### src/design/ibuf_settings.svh
/*
  Input buffer load interface: widths and counts shared by the design
*/
`ifndef IBUF_SETTINGS_SVH
`define IBUF_SETTINGS_SVH

// Off-chip side
`define IBUF_ADDR_W      16
`define IBUF_STRIDE_W    16
`define IBUF_ITER_W      8
`define IBUF_MEM_DATA_W  32

// Buffer side
`define IBUF_DATA_W      8
`define IBUF_BANKS       8
`define IBUF_GROUP_SIZE  4
`define IBUF_NUM_GROUPS  2
`define IBUF_BUF_ADDR_W  6

// Double buffering
`define IBUF_NUM_TAGS    2
`define IBUF_TAG_W       1

`endif

### src/design/ibuf_pkg.sv
/*
  Input buffer load types: vector widths, bus structs and load FSM states
*/
`default_nettype none

`include "ibuf_settings.svh"

package ibuf_pkg;

  // ==================================================
  // Vector types
  // ==================================================
  typedef logic [`IBUF_ADDR_W-1:0]                 mem_addr_t;
  typedef logic [`IBUF_STRIDE_W-1:0]               stride_t;
  typedef logic [`IBUF_ITER_W-1:0]                 iter_t;
  typedef logic [`IBUF_MEM_DATA_W-1:0]             mem_word_t;
  typedef logic [`IBUF_DATA_W-1:0]                 elem_t;
  typedef logic [`IBUF_BUF_ADDR_W-1:0]             buf_addr_t;
  typedef logic [`IBUF_TAG_W-1:0]                  tag_t;
  typedef logic [`IBUF_TAG_W+`IBUF_BUF_ADDR_W-1:0] tagged_addr_t;
  typedef logic [$clog2(`IBUF_NUM_GROUPS)-1:0]     group_idx_t;

  // ==================================================
  // Structs
  // ==================================================
  typedef struct packed {
    stride_t stride;
    iter_t   iters;
  } load_cfg_t;

  // One shared address for every bank, one element per bank
  typedef struct packed {
    logic [`IBUF_BANKS-1:0]  req;
    tagged_addr_t            addr;
    elem_t [`IBUF_BANKS-1:0] data;
  } buf_write_t;

  typedef struct packed {
    logic         req;
    tagged_addr_t addr;
  } buf_read_t;

  typedef enum logic [1:0] {
    LOAD_IDLE,
    LOAD_FETCH,
    LOAD_DRAIN,
    LOAD_DONE
  } load_state_t;

endpackage

`default_nettype wire

### src/design/ibuf_load_ctrl.sv
/*
  Load control: tag bookkeeping for double buffering, the fill FSM
  and the tagged read address toward the systolic array
*/
`timescale 1ns/1ps
`default_nettype none

`include "ibuf_settings.svh"

module ibuf_load_ctrl (
  input  wire                       clk,
  input  wire                       reset,
  input  wire                       tag_req,
  input  ibuf_pkg::mem_addr_t       tag_base,
  input  wire                       cfg_v,
  input  ibuf_pkg::load_cfg_t       cfg,
  input  wire                       compute_done,
  input  wire                       buf_read_req,
  input  ibuf_pkg::buf_addr_t       buf_read_addr,
  input  wire                       last_issued,
  input  wire                       reader_idle,
  output logic                      tag_ready,
  output logic                      compute_ready,
  output ibuf_pkg::buf_read_t       buf_read,
  output logic                      walk_start,
  output ibuf_pkg::mem_addr_t       walk_base,
  output ibuf_pkg::load_cfg_t       walk_cfg,
  output logic                      load_start,
  output ibuf_pkg::tag_t            load_tag
);

  ibuf_pkg::load_state_t      state;
  ibuf_pkg::load_state_t      state_next;
  logic [`IBUF_NUM_TAGS-1:0]  tag_full;
  ibuf_pkg::tag_t             load_ptr;
  ibuf_pkg::tag_t             compute_ptr;
  ibuf_pkg::mem_addr_t        base_q;
  ibuf_pkg::load_cfg_t        cfg_q;
  logic                       start_q;
  logic                       drain_wait;
  logic                       accept;
  logic                       release_tag;

  assign tag_ready   = (state == ibuf_pkg::LOAD_IDLE) && !tag_full[load_ptr];
  assign accept      = tag_req && tag_ready;
  assign release_tag = compute_done && compute_ready;

  // ==================================================
  // Configuration and base address
  // ==================================================
  always_ff @(posedge clk) begin
    if (cfg_v) begin
      cfg_q <= cfg;
    end
    if (accept) begin
      base_q <= tag_base;
    end
  end

  // Start pulse lands in the cycle after the tag is accepted
  always_ff @(posedge clk) begin
    if (reset) begin
      start_q <= 1'b0;
    end else begin
      start_q <= accept;
    end
  end

  assign walk_start = start_q;
  assign load_start = start_q;
  assign walk_base  = base_q;
  assign walk_cfg   = cfg_q;
  assign load_tag   = load_ptr;

  // ==================================================
  // Fill FSM
  // ==================================================
  always_comb begin
    state_next = state;
    case (state)
      ibuf_pkg::LOAD_IDLE: begin
        if (accept) begin
          state_next = ibuf_pkg::LOAD_FETCH;
        end
      end
      ibuf_pkg::LOAD_FETCH: begin
        if (last_issued) begin
          state_next = ibuf_pkg::LOAD_DRAIN;
        end
      end
      // Reader back to idle, then one more cycle for the last write
      ibuf_pkg::LOAD_DRAIN: begin
        if (drain_wait) begin
          state_next = ibuf_pkg::LOAD_DONE;
        end
      end
      default: begin
        state_next = ibuf_pkg::LOAD_IDLE;
      end
    endcase
  end

  always_ff @(posedge clk) begin
    if (reset) begin
      state      <= ibuf_pkg::LOAD_IDLE;
      drain_wait <= 1'b0;
    end else begin
      state      <= state_next;
      drain_wait <= (state == ibuf_pkg::LOAD_DRAIN) && reader_idle && !drain_wait;
    end
  end

  // ==================================================
  // Tag bookkeeping
  // ==================================================
  always_ff @(posedge clk) begin
    if (reset) begin
      tag_full    <= '0;
      load_ptr    <= '0;
      compute_ptr <= '0;
    end else begin
      if (state == ibuf_pkg::LOAD_DONE) begin
        tag_full[load_ptr] <= 1'b1;
        if (load_ptr == ibuf_pkg::tag_t'(`IBUF_NUM_TAGS - 1)) begin
          load_ptr <= '0;
        end else begin
          load_ptr <= load_ptr + 1'b1;
        end
      end
      // Compute frees a full tag, never the one being filled
      if (release_tag) begin
        tag_full[compute_ptr] <= 1'b0;
        if (compute_ptr == ibuf_pkg::tag_t'(`IBUF_NUM_TAGS - 1)) begin
          compute_ptr <= '0;
        end else begin
          compute_ptr <= compute_ptr + 1'b1;
        end
      end
    end
  end

  assign compute_ready = tag_full[compute_ptr];

  // Read side sees only the tag under compute
  assign buf_read = '{req: buf_read_req, addr: {compute_ptr, buf_read_addr}};

endmodule

`default_nettype wire

### src/design/ibuf_addr_walker.sv
/*
  Address walker: base plus running stride for a programmed iteration count
*/
`timescale 1ns/1ps
`default_nettype none

module ibuf_addr_walker (
  input  wire                  clk,
  input  wire                  reset,
  input  wire                  start,
  input  ibuf_pkg::mem_addr_t  base,
  input  ibuf_pkg::load_cfg_t  cfg,
  input  wire                  reader_idle,
  output ibuf_pkg::mem_addr_t  addr,
  output logic                 addr_valid,
  output logic                 last_issued
);

  ibuf_pkg::mem_addr_t  addr_q;
  ibuf_pkg::stride_t    stride_q;
  ibuf_pkg::iter_t      remaining;
  logic                 active;
  logic                 step;

  // Address is taken when the reader is free
  assign step        = active && reader_idle;
  assign last_issued = step && (remaining == ibuf_pkg::iter_t'(1));

  always_ff @(posedge clk) begin
    if (reset) begin
      active    <= 1'b0;
      remaining <= '0;
    end else if (start) begin
      active    <= 1'b1;
      remaining <= cfg.iters;
    end else if (step) begin
      remaining <= remaining - 1'b1;
      if (last_issued) begin
        active <= 1'b0;
      end
    end
  end

  always_ff @(posedge clk) begin
    if (start) begin
      addr_q   <= base;
      stride_q <= cfg.stride;
    end else if (step) begin
      addr_q <= addr_q + stride_q;
    end
  end

  assign addr       = addr_q;
  assign addr_valid = active;

endmodule

`default_nettype wire

### src/design/ibuf_mem_reader.sv
/*
  Off-chip word reader over a four-phase req/ack handshake,
  one word per full handshake
*/
`timescale 1ns/1ps
`default_nettype none

module ibuf_mem_reader (
  input  wire                   clk,
  input  wire                   reset,
  input  ibuf_pkg::mem_addr_t   addr,
  input  wire                   addr_valid,
  input  wire                   mem_ack,
  input  ibuf_pkg::mem_word_t   mem_data,
  output logic                  reader_idle,
  output logic                  mem_req,
  output ibuf_pkg::mem_addr_t   mem_addr,
  output ibuf_pkg::mem_word_t   word,
  output logic                  word_valid
);

  typedef enum logic [1:0] {
    RD_IDLE,
    RD_REQ,
    RD_RELEASE
  } rd_state_t;

  rd_state_t             state;
  ibuf_pkg::mem_addr_t   addr_q;
  ibuf_pkg::mem_word_t   data_q;
  logic                  valid_q;
  logic                  take_addr;
  logic                  take_data;

  assign reader_idle = (state == RD_IDLE);
  assign take_addr   = reader_idle && addr_valid;
  assign take_data   = (state == RD_REQ) && mem_ack;

  // ==================================================
  // Handshake FSM
  // ==================================================
  always_ff @(posedge clk) begin
    if (reset) begin
      state   <= RD_IDLE;
      valid_q <= 1'b0;
    end else begin
      valid_q <= take_data;
      case (state)
        RD_IDLE:    if (take_addr) state <= RD_REQ;
        RD_REQ:     if (mem_ack) state <= RD_RELEASE;
        // Wait for memory to drop ack before the next request
        RD_RELEASE: if (!mem_ack) state <= RD_IDLE;
        default:    state <= RD_IDLE;
      endcase
    end
  end

  always_ff @(posedge clk) begin
    if (take_addr) begin
      addr_q <= addr;
    end
    if (take_data) begin
      data_q <= mem_data;
    end
  end

  assign mem_req    = (state == RD_REQ);
  assign mem_addr   = addr_q;
  assign word       = data_q;
  assign word_valid = valid_q;

endmodule

`default_nettype wire

### src/design/ibuf_bank_writer.sv
/*
  Bank writer: replicates each fetched word across one bank group,
  rotating groups and stepping the buffer address on each wrap
*/
`timescale 1ns/1ps
`default_nettype none

`include "ibuf_settings.svh"

module ibuf_bank_writer (
  input  wire                   clk,
  input  wire                   reset,
  input  wire                   load_start,
  input  ibuf_pkg::tag_t        load_tag,
  input  ibuf_pkg::mem_word_t   word,
  input  wire                   word_valid,
  output ibuf_pkg::buf_write_t  buf_write
);

  ibuf_pkg::group_idx_t               group_idx;
  ibuf_pkg::buf_addr_t                buf_addr;
  logic [`IBUF_BANKS-1:0]             req_next;
  ibuf_pkg::elem_t [`IBUF_BANKS-1:0]  data_next;
  logic [`IBUF_BANKS-1:0]             req_q;
  ibuf_pkg::tagged_addr_t             addr_q;
  ibuf_pkg::elem_t [`IBUF_BANKS-1:0]  data_q;

  // Group rotation and buffer address
  always_ff @(posedge clk) begin
    if (reset || load_start) begin
      group_idx <= '0;
      buf_addr  <= '0;
    end else if (word_valid) begin
      if (group_idx == ibuf_pkg::group_idx_t'(`IBUF_NUM_GROUPS - 1)) begin
        group_idx <= '0;
        buf_addr  <= buf_addr + 1'b1;
      end else begin
        group_idx <= group_idx + 1'b1;
      end
    end
  end

  // Lowest element of the word goes to the lowest bank of each group
  always_comb begin
    for (int b = 0; b < `IBUF_BANKS; b++) begin
      req_next[b]  = word_valid && (group_idx == ibuf_pkg::group_idx_t'(b / `IBUF_GROUP_SIZE));
      data_next[b] = word[(b % `IBUF_GROUP_SIZE) * `IBUF_DATA_W +: `IBUF_DATA_W];
    end
  end

  // ==================================================
  // Write-out register
  // ==================================================
  always_ff @(posedge clk) begin
    if (reset) begin
      req_q <= '0;
    end else begin
      req_q <= req_next;
    end
  end

  always_ff @(posedge clk) begin
    addr_q <= {load_tag, buf_addr};
    data_q <= data_next;
  end

  assign buf_write = '{req: req_q, addr: addr_q, data: data_q};

endmodule

`default_nettype wire

### src/design/ibuf_top.sv
/*
  Input buffer load interface top: control, walker, reader and bank writer
*/
`timescale 1ns/1ps
`default_nettype none

module ibuf_top (
  input  wire                   clk,
  input  wire                   reset,
  input  wire                   tag_req,
  input  ibuf_pkg::mem_addr_t   tag_base,
  input  wire                   cfg_v,
  input  ibuf_pkg::load_cfg_t   cfg,
  input  wire                   compute_done,
  input  wire                   buf_read_req,
  input  ibuf_pkg::buf_addr_t   buf_read_addr,
  input  wire                   mem_ack,
  input  ibuf_pkg::mem_word_t   mem_data,
  output logic                  tag_ready,
  output logic                  compute_ready,
  output ibuf_pkg::buf_read_t   buf_read,
  output logic                  mem_req,
  output ibuf_pkg::mem_addr_t   mem_addr,
  output ibuf_pkg::buf_write_t  buf_write
);

  logic                  walk_start;
  ibuf_pkg::mem_addr_t   walk_base;
  ibuf_pkg::load_cfg_t   walk_cfg;
  logic                  load_start;
  ibuf_pkg::tag_t        load_tag;
  ibuf_pkg::mem_addr_t   walk_addr;
  logic                  walk_addr_valid;
  logic                  last_issued;
  logic                  reader_idle;
  ibuf_pkg::mem_word_t   word;
  logic                  word_valid;

  ibuf_load_ctrl ctrl0 (
    .clk           (clk),
    .reset         (reset),
    .tag_req       (tag_req),
    .tag_base      (tag_base),
    .cfg_v         (cfg_v),
    .cfg           (cfg),
    .compute_done  (compute_done),
    .buf_read_req  (buf_read_req),
    .buf_read_addr (buf_read_addr),
    .last_issued   (last_issued),
    .reader_idle   (reader_idle),
    .tag_ready     (tag_ready),
    .compute_ready (compute_ready),
    .buf_read      (buf_read),
    .walk_start    (walk_start),
    .walk_base     (walk_base),
    .walk_cfg      (walk_cfg),
    .load_start    (load_start),
    .load_tag      (load_tag)
  );

  ibuf_addr_walker walker0 (
    .clk         (clk),
    .reset       (reset),
    .start       (walk_start),
    .base        (walk_base),
    .cfg         (walk_cfg),
    .reader_idle (reader_idle),
    .addr        (walk_addr),
    .addr_valid  (walk_addr_valid),
    .last_issued (last_issued)
  );

  ibuf_mem_reader reader0 (
    .clk         (clk),
    .reset       (reset),
    .addr        (walk_addr),
    .addr_valid  (walk_addr_valid),
    .mem_ack     (mem_ack),
    .mem_data    (mem_data),
    .reader_idle (reader_idle),
    .mem_req     (mem_req),
    .mem_addr    (mem_addr),
    .word        (word),
    .word_valid  (word_valid)
  );

  ibuf_bank_writer writer0 (
    .clk        (clk),
    .reset      (reset),
    .load_start (load_start),
    .load_tag   (load_tag),
    .word       (word),
    .word_valid (word_valid),
    .buf_write  (buf_write)
  );

endmodule

`default_nettype wire

### config.mk
export PLATFORM = sky130hd
export DESIGN_NAME = ibuf_top
export DESIGN_NICKNAME = d
export VERILOG_FILES = /design/src/design/ibuf_pkg.sv /design/src/design/ibuf_load_ctrl.sv /design/src/design/ibuf_addr_walker.sv /design/src/design/ibuf_mem_reader.sv /design/src/design/ibuf_bank_writer.sv /design/src/design/ibuf_top.sv
export VERILOG_INCLUDE_DIRS = /design/src /design/src/design
export SDC_FILE = /design/constraint.sdc
export NUM_CORES = 1
export LEC_CHECK = 0
export ABC_AREA = 1
export ABC_CLOCK_PERIOD_IN_PS = 4700
export BUFFER_PORTS_ARGS = -buffer_cell sky130_fd_sc_hd__buf_2
export CAP_MARGIN = 20
export CORE_MARGIN = 4
export CORE_UTILIZATION = 50
export CTS_CLUSTER_DIAMETER = 150
export DETAILED_ROUTE_END_ITERATION = 16
export HOLD_SLACK_MARGIN = 0.15
export PLACE_DENSITY = 0.83
export SLEW_MARGIN = 20
export SYNTH_ARGS = -nofsm -noshare
export SYNTH_HDL_FRONTEND = slang
export SYNTH_SLANG_ARGS = --single-unit
### constraint.sdc
create_clock -name clk -period 4.7 [get_ports clk]
set_clock_uncertainty 0.05 [all_clocks]
set_input_delay 0.94 -clock clk [delete_from_list [all_inputs] [get_ports clk]]
set_output_delay 0.94 -clock clk [all_outputs]
set_load 0.005 [all_outputs]
After elaboration in Yosys (flattened, before gate mapping)
Cells that the tools add are included.
{"block": "op_classes", "bitwise_logic": 4, "n_addsub": 6, "muxes": 29, "n_eq_ne": 12, "n_reduce_logical": 23, "magnitude_cmp": 4}
{"op": "$mux 16", "n": 2}
{"op": "$mux 2", "n": 9}
{"op": "$add 16x16->16", "n": 1}
{"op": "$mux 8", "n": 2}
{"op": "$logic_and 1x1->1", "n": 12}
{"op": "$mux 1", "n": 12}
{"op": "$pmux 2 s3", "n": 2}
{"op": "$eq 8x1->1 const B", "n": 1}
{"op": "$ne 2x1->1 const B", "n": 4}
{"op": "$sub 8x1->8 const B", "n": 1}
{"op": "$add 6x1->6 const B", "n": 1}
{"op": "$eq 2x2->1 const B", "n": 3}
{"op": "$reduce_and 3->1", "n": 2}
{"op": "$eq 2x1->1 const B", "n": 2}
{"op": "$logic_not 2->1", "n": 2}
{"op": "$lt 1x2->1 const B", "n": 2}
{"op": "$ne 2x2->1 const B", "n": 2}
{"op": "$reduce_and 2->1", "n": 2}
{"op": "$reduce_bool 2->1", "n": 2}
{"op": "$add 1x1->1 const B", "n": 3}
{"op": "$and 2x2->2", "n": 1}
{"op": "$demux 1 s1", "n": 2}
{"op": "$ge 1x1->1 const B", "n": 2}
{"op": "$logic_not 1->1", "n": 2}
{"op": "other kinds (4)", "n": 4}
{"block": "totals", "word_cells": 103, "output_inout_bits": 106, "in_bits": 85, "regBits": 191}

Logic depth before layout (Yosys ltp)
Gate-level depths: netlist of run 1.
{"block": "depth", "depth_word": 9, "ltp_mapped": 11, "ltp_nobuf": 11}

Modules after synthesis
Synthesis of run 1 repeated with hierarchy kept, for this count alone.
{"block": "unflattened", "hier_cells": 634, "area_unflattened_um2": 7288.2}
{"module": "ibuf_addr_walker", "seq_area_each_um2": 1141.1, "n_inst": 1, "area_each_um2": 2583.7, "cells_each": 335}
{"module": "ibuf_load_ctrl", "seq_area_each_um2": 1361.3, "n_inst": 1, "area_each_um2": 1696.6, "cells_each": 109}
{"module": "ibuf_mem_reader", "seq_area_each_um2": 1501.4, "n_inst": 1, "area_each_um2": 1574.0, "cells_each": 66}
{"module": "ibuf_bank_writer", "seq_area_each_um2": 960.9, "n_inst": 1, "area_each_um2": 1433.9, "cells_each": 124}

Worst setup path before layout of run 1
OpenSTA, ideal clock, no wires.
{"block": "synth_path", "kind": "input to register", "startpoint": "input port mem_ack", "endpoint": "register reader0.data_q[0], in the netlist reader0.word[0], enable pin", "slack_ns": 1.002, "setup_time_ns": 0.461, "n_path_buf": 0, "required_time_ns": 4.189, "t_arrival_ns": 3.187, "path_stages": 2, "cell_sequence": "inv_1 -> nor3_1"}
{"block": "synth_between", "elab_chain_cells": 1}
{"item": "start, declared", "line": "ibuf_top.sv:17", "source": "input wire mem_ack,"}
{"item": "$logic_and 1x1->1", "line": "ibuf_mem_reader.sv:37", "source": "assign take_data = (state == RD_REQ) && mem_ack;"}
{"item": "net reader0.take_data", "line": "ibuf_mem_reader.sv:33", "source": "logic take_data;"}
{"item": "end signal, assigned", "line": "ibuf_mem_reader.sv:63", "source": "data_q <= mem_data;"}
{"item": "end, declared", "line": "ibuf_mem_reader.sv:30", "source": "ibuf_pkg::mem_word_t data_q;"}
The timed path passes the listed nets, and every way through them passes these cells.
A chain may end at the register's enable or synchronous reset.

Worst setup path after layout of run 1
{"block": "layout_path", "startpoint": "register ctrl0.state[1]", "endpoint": "output port tag_ready"}
{"block": "layout_between", "elab_chain_cells": 2}
{"item": "start, declared", "line": "ibuf_load_ctrl.sv:32", "source": "ibuf_pkg::load_state_t state;"}
{"item": "start signal, assigned", "line": "ibuf_load_ctrl.sv:105", "source": "state <= ibuf_pkg::LOAD_IDLE;"}
{"item": "start signal, assigned", "line": "ibuf_load_ctrl.sv:108", "source": "state <= state_next;"}
{"item": "$logic_not 2->1", "line": "ibuf_load_ctrl.sv:44", "source": "assign tag_ready = (state == ibuf_pkg::LOAD_IDLE) && !tag_full[load_ptr];"}
{"item": "$logic_and 1x1->1", "line": "ibuf_load_ctrl.sv:44"}
{"item": "end, declared", "line": "ibuf_top.sv:19", "source": "output logic tag_ready,"}
No other way between the ends.

==> results of run 1 <==
-- state kept, by name, indices dropped and copies added, names as in the netlist, 8 cells and up --
name / cells
walker0.remaining: 8
walker0.stride_q: 16
ctrl0.walk_cfg: 24
reader0.mem_addr: 16
reader0.word: 32
ctrl0.walk_base: 16
walker0.addr: 16
writer0.buf_write: 32
-- per-layer routing --
| metal | track usage | up-vias | part of all wire | wire length (um) |
|---|---|---|---|---|
| li1 | - | 2295 | - | - |
| met1 | 0.220 | 2145 | 0.39 | 5670 |
| met2 | 0.315 | 159 | 0.53 | 7570 |
| met3 | 0.0500 | 22 | 0.064 | 919 |
| met4 | 0.0574 | 0 | 0.014 | 198 |
| met5 | 0 | - | 0 | 0 |
-- through the flow --
stage | setup slack (ns) | utilization | instances | power [mW]
after global placement | 2.53 | 0.569 | 919 | 3.27
after CTS | 2.15 | 0.613 | 951 | 4.77
final | 2.18 | 0.613 | 951 | 4.72
after floorplan | 1.00 | - | 613 | 3.01
after global routing | 2.05 | 0.613 | 951 | 5.03
after detailed placement | 2.46 | 0.569 | 919 | 3.33
-- area by class of cell --
type / count / share of cell area
Sequential cell: 188 / 0.579
Clock buffer: 17 / 0.0496
Clock inverter: 15 / 0.0222
Inverter: 62 / 0.0274
Multi-Input combinational cell: 311 / 0.191
Timing Repair Buffer: 178 / 0.104
Tap cell: 180 / 0.0263
-- worst max-delay path, cell delays in order, from the launching register on --
cell and delay [ns]:
dfxtp_1 0.39, inv_1 0.10, ha_1 0.29, and3_1 0.20
buf_2 0.12
-- final timing paths --
check | start | to | slack (ns) | cells after the start
setup / recovery | ctrl0.state[1]$_SDFFE_PP0P_ | tag_ready | 2.18 | 4
hold / removal | reader0.word[26]$_DFFE_PP_ | writer0.buf_write[26]$_DFF_P_ | 0.29 | 0
setup reg to reg | ctrl0.load_start$_SDFF_PP0_ | walker0.remaining[7]$_SDFFE_PP0P_ | 2.63 | 8
hold reg to reg | reader0.word[26]$_DFFE_PP_ | writer0.buf_write[26]$_DFF_P_ | 0.29 | 0
-- layout by cell type, fill, tap and decap left out, types with 7 or more instances in the layout --
cell type and instances:
o21ai_0 7, buf_2 176, clkbuf_16 17, nor2_1 36
inv_2 7, a21oi_1 24, inv_1 54, ha_1 22
nand2_1 145, dfxtp_1 68, nand3_1 25, edfxtp_1 120
-- kinds of logic after synthesis --
family / count (synthesis) / share of synthesized area
xor gates and xnor gates: 6 / 0.00730
DFF: 188 / 0.689
AOI/OAI and AO/OA: 43 / 0.0335
adders and majority gates: 23 / 0.0410
buffers and inverters: 114 / 0.0841
and+or+nand+nor: 239 / 0.145
-- power breakdown --
group | switching (mW) | internal [mW] | total, mW
Sequential | 0.108 | 2.05 | 2.16
Clock | 0.693 | 0.729 | 1.42
Combinational | 0.716 | 0.425 | 1.14
==> results.sh, run 1 <==
export IMPL_avgRoutedWirePerCell_um=15.1
export IMPL_cellPowerDensity_nw_per_um2=551
export IMPL_grt_ovfl_total=0
export IMPL_finalSetupViolCount=0
export IMPL_min_delay_path_class="flop to flop"
export IMPL_cts_sinks=188
export IMPL_fmax_ghz=0.397
export IMPL_die_area_sq_um=16400
export IMPL_drc=0
export IMPL_final_hold_viol_count=0
export IMPL_yosysMostFrequentCell="nand2_1"
export IMPL_dr_first_iter_drc_count=346
export IMPL_path_class="flop to primary output"
export IMPL_wl_mm=14.4
export IMPL_synth_edf_count=120
export IMPL_clk_pin_slew_ns=0.07
export IMPL_cts_tree="yes"
export IMPL_finalCriticalPeriod_ns=2.52
export IMPL_tightest_slew_ns=0.681
export IMPL_core_sq_um=14000
export IMPL_syn_area_per_cell_sq_um=11.8
export IMPL_drv_slew=0
export IMPL_cts_resized=0
export IMPL_synth_largest_area_cell="edfxtp_1"
export IMPL_fin_hold_ws_ns=0.295
export IMPL_route_vias_total=4621
export IMPL_status="completed"
export IMPL_synth_seq_area_share=0.689
export IMPL_clk_latency_ns=0.43
export IMPL_fillCellCount=1085
export IMPL_fin_area_sq_um=8570
export IMPL_vdd_drop_max_v=0.000297
export IMPL_multi_input_area_sq_um=1640
export IMPL_postCtsSetupBuffers=0
export IMPL_synth_fp_nets=721
export IMPL_postSynthCellCount=613
export IMPL_max_slew_margin=0.545
export IMPL_cp_max_fo=4
export IMPL_cts_buffer_depth=2
export IMPL_clockRootBuffer="clkbuf_16"
export IMPL_synthTopCellsByArea="edfxtp_1, dfxtp_1, nand2_1"
export IMPL_cap_violations=0
export IMPL_numCtsBuffers=17
export IMPL_cp_arrival_ns=1.53
export IMPL_synth_cell_types=40
export IMPL_io_pins=191
export IMPL_start_kind="flop"
export IMPL_synth_top_area_frac=0.500
export IMPL_nets=866
export IMPL_finalCritPeriodShare=0.536
export IMPL_end_kind="primary output"
export IMPL_diodes=0
export IMPL_cp_required_ns=3.71
export IMPL_syn_area_sq_um=7200
export IMPL_holdBufCountCts=0
export IMPL_vias_per_cell=4.86
export IMPL_initial_utilization=0.515
export IMPL_synthTopCellsByCount="nand2_1, edfxtp_1, dfxtp_1"
export IMPL_io_buffers=176
export IMPL_p_leak_nw=3.78
export IMPL_antenna_found_initial=0
export IMPL_grt_pass1_vias=4724
export IMPL_place_area_sq_um=7960
export IMPL_place_congestion=0.893
export IMPL_grt_pass1_wl_mm=22.6
export IMPL_yosysWarnings=0
export IMPL_area_delta_synth_final_pct=19.0
export IMPL_die_height_um=128
export IMPL_die_w_um=128
export IMPL_synth_async_reset_ratio=0
export IMPL_h_tree_depth=4
export IMPL_ant_nets=0
export IMPL_regArea_sq_um=4960
export IMPL_track_usage=0.181
export IMPL_dp_hpwl_mm=10.5
export IMPL_synth_ff_type="edfxtp_1"
export IMPL_totalNegativeSetupSlack_ns=0
export IMPL_drive_above_1_share=0.298
export IMPL_drt_pass1_iter_count=5
export IMPL_ys_ff_latch=188
export IMPL_rows=43
export IMPL_rsz0062_at_grt="false"
export IMPL_grt_max_degree=45
Power figures use the tool's default switching activity.
==> run 2, diff against run 1 <==
--- a/config.mk
+++ b/config.mk
@@ -6,8 +6,8 @@
 export SDC_FILE = /design/constraint.sdc
 export NUM_CORES = 1
 export LEC_CHECK = 0
-export ABC_AREA = 1
-export ABC_CLOCK_PERIOD_IN_PS = 4700
+export ABC_AREA = 0
+export ABC_CLOCK_PERIOD_IN_PS = 2350
 export BUFFER_PORTS_ARGS = -buffer_cell sky130_fd_sc_hd__buf_2
 export CAP_MARGIN = 20
 export CORE_MARGIN = 4
@@ -15,7 +15,7 @@
 export CTS_CLUSTER_DIAMETER = 150
 export DETAILED_ROUTE_END_ITERATION = 16
 export HOLD_SLACK_MARGIN = 0.15
-export PLACE_DENSITY = 0.83
+export PLACE_DENSITY = 0.84
 export SLEW_MARGIN = 20
 export SYNTH_ARGS = -nofsm -noshare
 export SYNTH_HDL_FRONTEND = slang
==> constraint.sdc (replaced) <==
create_clock -name clk -period 2.35 [get_ports clk]
set_clock_uncertainty 0.05 [all_clocks]
set_input_delay 0.47 -clock clk [delete_from_list [all_inputs] [get_ports clk]]
set_output_delay 0.47 -clock clk [all_outputs]
set_load 0.005 [all_outputs]
==> run 2 against run 1 <==
  * The flow now finishes with violations (setup timing)
  * Combinational power grew 110%
  * Final cell count shrank 8.4%
  * Critical path type is now flop to flop
  * Non-clock buffer count grew 57
==> results.sh, run 2 <==
export IMPL_status="finished, violations left"
export IMPL_violations="setup timing"
export IMPL_cap_violations=0
export IMPL_vias_per_cell=5.06
export IMPL_cp_required_ns=2.48
export IMPL_fillCellCount=963
export IMPL_yosysWarnings=0
export IMPL_synth_top_area_frac=0.517
export IMPL_syn_area_sq_um=6970
export IMPL_cp_arrival_ns=2.55
export IMPL_drt_pass1_iter_count=5
export IMPL_synth_seq_area_share=0.712
export IMPL_p_leak_nw=3.66
export IMPL_fmax_ghz=0.414
export IMPL_grt_max_degree=33
export IMPL_area_delta_synth_final_pct=27.7
export IMPL_min_delay_path_class="primary input to flop"
export IMPL_h_tree_depth=4
export IMPL_nets=790
export IMPL_grt_pass1_wl_mm=23.3
export IMPL_io_buffers=176
export IMPL_finalCritPeriodShare=1.03
export IMPL_max_slew_margin=0.605
export IMPL_slowest_stage="edfxtp_1"
export IMPL_p_sw_mw=2.88
export IMPL_final_hold_viol_count=0
export IMPL_grt_pass1_vias=4648
export IMPL_rows=42
export IMPL_setup_ws_ns=-0.0666
export IMPL_io_pins=191
export IMPL_cts_sinks=188
export IMPL_internal_power_mw=6.89
export IMPL_numCtsBuffers=17
export IMPL_synth_fp_nets=592
export IMPL_clockRootBuffer="clkbuf_16"
export IMPL_path_class="flop to flop"
export IMPL_clk_latency_ns=0.43
export IMPL_cts_buffer_depth=2
export IMPL_synth_async_reset_ratio=0
export IMPL_dp_hpwl_mm=9.71
export IMPL_clk_pin_slew_ns=0.07
export IMPL_cp_max_fo=3
export IMPL_synth_cell_types=48
export IMPL_start_kind="flop"
export IMPL_synthTopCellsByCount="edfxtp_1, dfxtp_1, buf_4"
export IMPL_postSynthCellCount=484
export IMPL_diodes=0
export IMPL_dr_first_iter_drc_count=281
export IMPL_final_cell_mix="buf_2, edfxtp_1, dfxtp_1"
export IMPL_rsz0062_at_grt="true"
export IMPL_drive_above_1_share=0.348
export IMPL_die_height_um=126
export IMPL_drv_slew=0
export IMPL_ys_ff_latch=188
export IMPL_yosysMostFrequentCell="edfxtp_1"
export IMPL_place_congestion=0.842
export IMPL_drc=0
export IMPL_finalSetupViolCount=2
export IMPL_cellPowerDensity_nw_per_um2=1100
export IMPL_clockPowerShare=0.304
export IMPL_final_common_cell="buf_2"
export IMPL_route_vias_total=4404
export IMPL_cp_cell_sequence="ha_2 > fa_2 > a21oi_4 > o22ai_2 > a41oi_2 > a31oi_1 > xor2_1 > mux2_2"
export IMPL_syn_area_per_cell_sq_um=14.4
export IMPL_pwr_share_comb=0.244
export IMPL_synth_largest_area_cell="edfxtp_1"
export IMPL_finalCriticalPeriod_ns=2.42
export IMPL_end_kind="flop"
export IMPL_synth_edf_count=120
export IMPL_core_sq_um=13500
export IMPL_avgRoutedWirePerCell_um=17.1
export IMPL_worst_path_largest_cell_delay_ns=0.40
export IMPL_antenna_found_initial=1
export IMPL_synthTopCellsByArea="edfxtp_1, dfxtp_1, buf_4"
export IMPL_tightest_slew_ns=0.592
export IMPL_grt_ovfl_total=0
export IMPL_seqPwrFrac=0.452
export IMPL_initial_utilization=0.518
export IMPL_track_usage=0.187
export IMPL_wl_mm=14.9
export IMPL_synth_ff_type="edfxtp_1"
export IMPL_totalNegativeSetupSlack_ns=-0.0682
export IMPL_die_area_sq_um=15900
export IMPL_swShare=0.295
export IMPL_ant_nets=0
export IMPL_vdd_drop_max_v=0.000760
export IMPL_power_mw=9.77
export IMPL_cts_tree="yes"
export IMPL_die_w_um=126
## run 2: metrics by stage
| step | worst slack [ns] | hold WS (ns) | instance area (sq um) | utilization | std cells |
|---|---|---|---|---|---|
| after global placement | -0.0757 | 0.274 | 7770 | 0.577 | 790 |
| after CTS | -0.0227 | 0.150 | 8770 | 0.652 | 858 |
| final | -0.0666 | 0.165 | 8900 | 0.662 | 871 |
| after detailed placement | -0.182 | 0.279 | 7770 | 0.577 | 790 |
| after global routing | -0.160 | 0.150 | 8900 | 0.662 | 871 |
| after floorplan | 0.0232 | 0.273 | 6980 | - | 484 |
## run 2: layout make-up
| cell class | count | area, sq um | area share |
|---|---|---|---|
| sequential | 188 | 4970 | 0.558 |
| multi-input combinational | 232 | 1620 | 0.182 |
| timing repair buffer | 235 | 1440 | 0.161 |
| clock buffer | 17 | 425 | 0.0478 |
| tap | 176 | 220 | 0.0247 |
| clock inverter | 15 | 200 | 0.0225 |
| inverter | 8 | 30.0 | 0.00337 |
## run 2: critical path, delay by kind of cell (launching register included)
| kind | cells | cell delay [ns] |
|---|---|---|
| adder cells (fa/ha/maj) | 2 | 0.59 |
| flip-flops | 1 | 0.40 |
| multiplexers | 1 | 0.28 |
| XOR/XNOR | 1 | 0.18 |
| AO/OA/AOI/OAI | 4 | 0.68 |
## run 2: cell families after synthesis
| logic type | Yosys count | synth area share |
|---|---|---|
| flops | 188 | 0.712 |
| simple gates | 105 | 0.0757 |
| fa+ha+maj | 23 | 0.0424 |
| mux | 13 | 0.0197 |
| xor+xnor | 24 | 0.0302 |
| compound gates | 67 | 0.0596 |
| buf+inv | 64 | 0.0603 |
## run 2: power groups by stage
| stage | combinational (mW) | clock, mW | sequential (mW) |
|---|---|---|---|
| floorplan | 1.59 | 0 | 4.40 |
| global placement | 2.08 | 0 | 4.44 |
| detailed placement | 2.19 | 0 | 4.47 |
| CTS | 2.32 | 3.03 | 4.41 |
| global route | 2.64 | 3.17 | 4.45 |
| finish | 2.38 | 2.97 | 4.41 |
## run 2: routing by layer
metal	routed length, um	GRT usage	share of wire	vias to the layer above
met5	8	0	0.00054	-
met3	1220	0.0644	0.082	27
met1	5510	0.207	0.37	2104
li1	-	-	-	2085
met4	292	0.0789	0.020	2
met2	7840	0.329	0.53	186
## run 2: what timing repair did
action,4_1_cts,5_1_grt
gates cloned,0,0
hold buffers,33,12
endpoints found under the hold margin,33,12
setup buffers,3,1
setup endpoints to repair,4,4
pin swaps,3,1
resized for setup,5,1
## run 2: final timing paths
| check | startpoint | end | slack [ns] | depth (start not counted) |
|---|---|---|---|---|
| max reg2reg | walker0.addr[0]$_DFFE_PP_ | walker0.addr[12]$_DFFE_PP_ | -0.07 | 8 |
| max | walker0.addr[0]$_DFFE_PP_ | walker0.addr[12]$_DFFE_PP_ | -0.07 | 8 |
| min reg2reg | reader0.word[20]$_DFFE_PP_ | writer0.buf_write[20]$_DFF_P_ | 0.30 | 0 |
| min | cfg[0] | ctrl0.walk_cfg[0]$_DFFE_PP_ | 0.16 | 1 |
==> run 3, diff against run 2 <==
--- a/config.mk
+++ b/config.mk
@@ -11,11 +11,11 @@
 export BUFFER_PORTS_ARGS = -buffer_cell sky130_fd_sc_hd__buf_2
 export CAP_MARGIN = 20
 export CORE_MARGIN = 4
-export CORE_UTILIZATION = 50
+export CORE_UTILIZATION = 40
 export CTS_CLUSTER_DIAMETER = 150
 export DETAILED_ROUTE_END_ITERATION = 16
 export HOLD_SLACK_MARGIN = 0.15
-export PLACE_DENSITY = 0.84
+export PLACE_DENSITY = 0.71
 export SLEW_MARGIN = 20
 export SYNTH_ARGS = -nofsm -noshare
 export SYNTH_HDL_FRONTEND = slang
==> run 3 against run 2 <==
  * The run still ends with setup timing left
  * Die area grew 23%
  * Sequential cell count unchanged
  * Maximum frequency decreased by 1.0%
  * First-iteration DRC count shrank 19%
  * Cell area grew 3.0%
  * Via count increased by 0.34%
  * Combinational power increased by 3%
  * Final cell count is 7.6% higher
  * Routed wire length increased by 0.22%
  * Worst hold slack better by 0.011 ns
  * Power up 0.81%
  * Sequential share of layout area decreased by 1.6 points
  * Largest cell class unchanged
  * Highest routed layer is now met4
==> results.sh, run 3 (same netlist as run 2, synthesis figures left out) <==
export IMPL_vdd_drop_max_v=0.000926
export IMPL_io_pins=191
export IMPL_cp_max_fo=3
export IMPL_area_delta_synth_final_pct=31.5
export IMPL_finalCritPeriodShare=1.04
export IMPL_vias_per_cell=4.72
export IMPL_fmax_ghz=0.410
export IMPL_fin_hold_ws_ns=0.176
export IMPL_wl_mm=14.9
export IMPL_totalNegativeSetupSlack_ns=-0.128
export IMPL_r2r_start="walker0.addr[0]$_DFFE_PP_"
export IMPL_cellPowerDensity_nw_per_um2=1070
export IMPL_path_depth=8
export IMPL_start_kind="flop"
export IMPL_pwr_share_comb=0.250
export IMPL_grt_pass1_wl_mm=23.8
export IMPL_clk_pin_slew_ns=0.08
export IMPL_finalSetupViolCount=2
export IMPL_place_area_sq_um=7860
export IMPL_h_tree_depth=4
export IMPL_path_class="flop to flop"
export IMPL_power_mw=9.85
export IMPL_final_cell_mix="buf_2, edfxtp_1, dfxtp_1"
export IMPL_setup_ws_ns=-0.0914
export IMPL_violations="setup timing"
export IMPL_ant_nets=0
export IMPL_core_sq_um=17200
export IMPL_grt_pass1_vias=4648
export IMPL_final_util=0.534
export IMPL_nets=807
export IMPL_rsz0062_at_grt="true"
export IMPL_finalCriticalPeriod_ns=2.44
export IMPL_r2r_setup_slack_ns=-0.09
export IMPL_cp_required_ns=2.48
export IMPL_io_buffers=176
export IMPL_multi_input_area_sq_um=1650
export IMPL_cp_arrival_ns=2.57
export IMPL_cp_endpoint="walker0.addr[12]$_DFFE_PP_"
export IMPL_place_congestion=0.783
export IMPL_track_usage=0.154
export IMPL_fillCellCount=1398
export IMPL_swShare=0.308
export IMPL_avgRoutedWirePerCell_um=15.9
export IMPL_cp_cell_sequence="ha_4 > fa_2 > a21oi_4 > o22ai_2 > a41oi_2 > a31oi_1 > xor2_1 > mux2_4"
export IMPL_drive_above_1_share=0.350
export IMPL_path_delay_family="compound AO/OA/AOI/OAI gates"
export IMPL_cts_buffer_depth=2
export IMPL_grt_max_degree=33
export IMPL_drv_slew=0
export IMPL_dr_first_iter_drc_count=227
export IMPL_tightest_slew_ns=0.652
export IMPL_end_kind="flop"
export IMPL_worst_r2r_endpoint="walker0.addr[12]$_DFFE_PP_"
export IMPL_route_vias_total=4419
export IMPL_fin_area_sq_um=9170
export IMPL_cts_sinks=188
export IMPL_max_slew_margin=0.566
export IMPL_numCtsBuffers=17
export IMPL_final_common_cell="buf_2"
export IMPL_die_area_sq_um=19600
export IMPL_cp_num_buf_inv=0
export IMPL_grt_ovfl_total=0
export IMPL_rows=48
export IMPL_clockPowerShare=0.302
export IMPL_slowest_stage="edfxtp_1"
export IMPL_worst_path_largest_cell_delay_ns=0.44
export IMPL_cap_violations=0
export IMPL_dp_hpwl_mm=9.63
export IMPL_p_sw_mw=3.03
export IMPL_regArea_sq_um=4970
export IMPL_cts_tree="yes"
export IMPL_p_leak_nw=3.75
export IMPL_seqPwrFrac=0.448
export IMPL_clk_latency_ns=0.43
export IMPL_drt_pass1_iter_count=4
export IMPL_min_delay_path_class="primary input to flop"
export IMPL_final_cells=937
export IMPL_drc=0
export IMPL_clockRootBuffer="clkbuf_16"
export IMPL_die_w_um=140
export IMPL_worstRegToRegCells=8
export IMPL_die_height_um=140
export IMPL_final_hold_viol_count=0
export IMPL_dp_slack_ns=-0.199
export IMPL_diodes=0
export IMPL_internal_power_mw=6.82
export IMPL_antenna_found_initial=0
export IMPL_cp_startpoint="walker0.addr[0]$_DFFE_PP_"
export IMPL_initial_utilization=0.406
export IMPL_place_inst=842
export IMPL_status="finished, violations left"
-- run 3: changes by cell type in the layout (fill, tap and decap cells not counted), moves of 2 or more --
cell           delta
buf_4             +4
bufinv_16         -2
clkinv_8          +4
dlygate4sd3_1    +12
inv_12            +4
inv_8             -4
-- run 3: power groups by stage --
stage	clock network [mW]	registers, mW	logic, mW
2_1_floorplan	0	4.40	1.59
3_3_place_gp	0	4.46	2.11
3_5_place_dp	0	4.48	2.20
4_1_cts	3.05	4.41	2.40
5_1_grt	3.21	4.46	2.71
6_report	2.98	4.41	2.46
-- run 3: final cells by class --
cell class,instances,share of cell area
Timing Repair Buffer,252,0.175
Multi-Input combinational cell,232,0.179
Sequential cell,188,0.542
Inverter,8,0.00328
Clock buffer,17,0.0464
Clock inverter,15,0.0231
Tap cell,225,0.0307
-- run 3: worst min path at each step --
stage / from / to / slack, ns / cells past startpoint
after floorplan: reader0.word[0]$_DFFE_PP_ / writer0.buf_write[0]$_DFF_P_ / 0.27 / 0
after global placement: reader0.word[13]$_DFFE_PP_ / writer0.buf_write[13]$_DFF_P_ / 0.28 / 0
after detailed placement: reader0.word[23]$_DFFE_PP_ / writer0.buf_write[23]$_DFF_P_ / 0.28 / 0
after CTS: cfg[23] / ctrl0.walk_cfg[23]$_DFFE_PP_ / 0.15 / 1
after global routing: tag_base[14] / ctrl0.walk_base[14]$_DFFE_PP_ / 0.15 / 1
final: tag_base[15] / ctrl0.walk_base[15]$_DFFE_PP_ / 0.18 / 1
-- run 3: timing repair --
action,CTS,global route
gates resized for setup,7,5
pin swaps,6,6
setup buffers,4,3
setup endpoints to repair,4,8
hold buffers,51,6
endpoints found under the hold margin,51,6
-- run 3: routing by layer --
metal	vias up	GRT usage	wire [um]
met5	-	0	0
li1	2128	-	-
met2	186	0.264	7400
met1	2087	0.182	6170
met3	18	0.0557	1140
met4	0	0.0469	194
-- run 3: worst reg2reg max path: cells and delay by family (launching register included) --
kind,cells,cell delay [ns]
mux,1,0.26
fa+ha+maj,2,0.57
flops,1,0.44
compound gates,4,0.72
xor+xnor,1,0.17
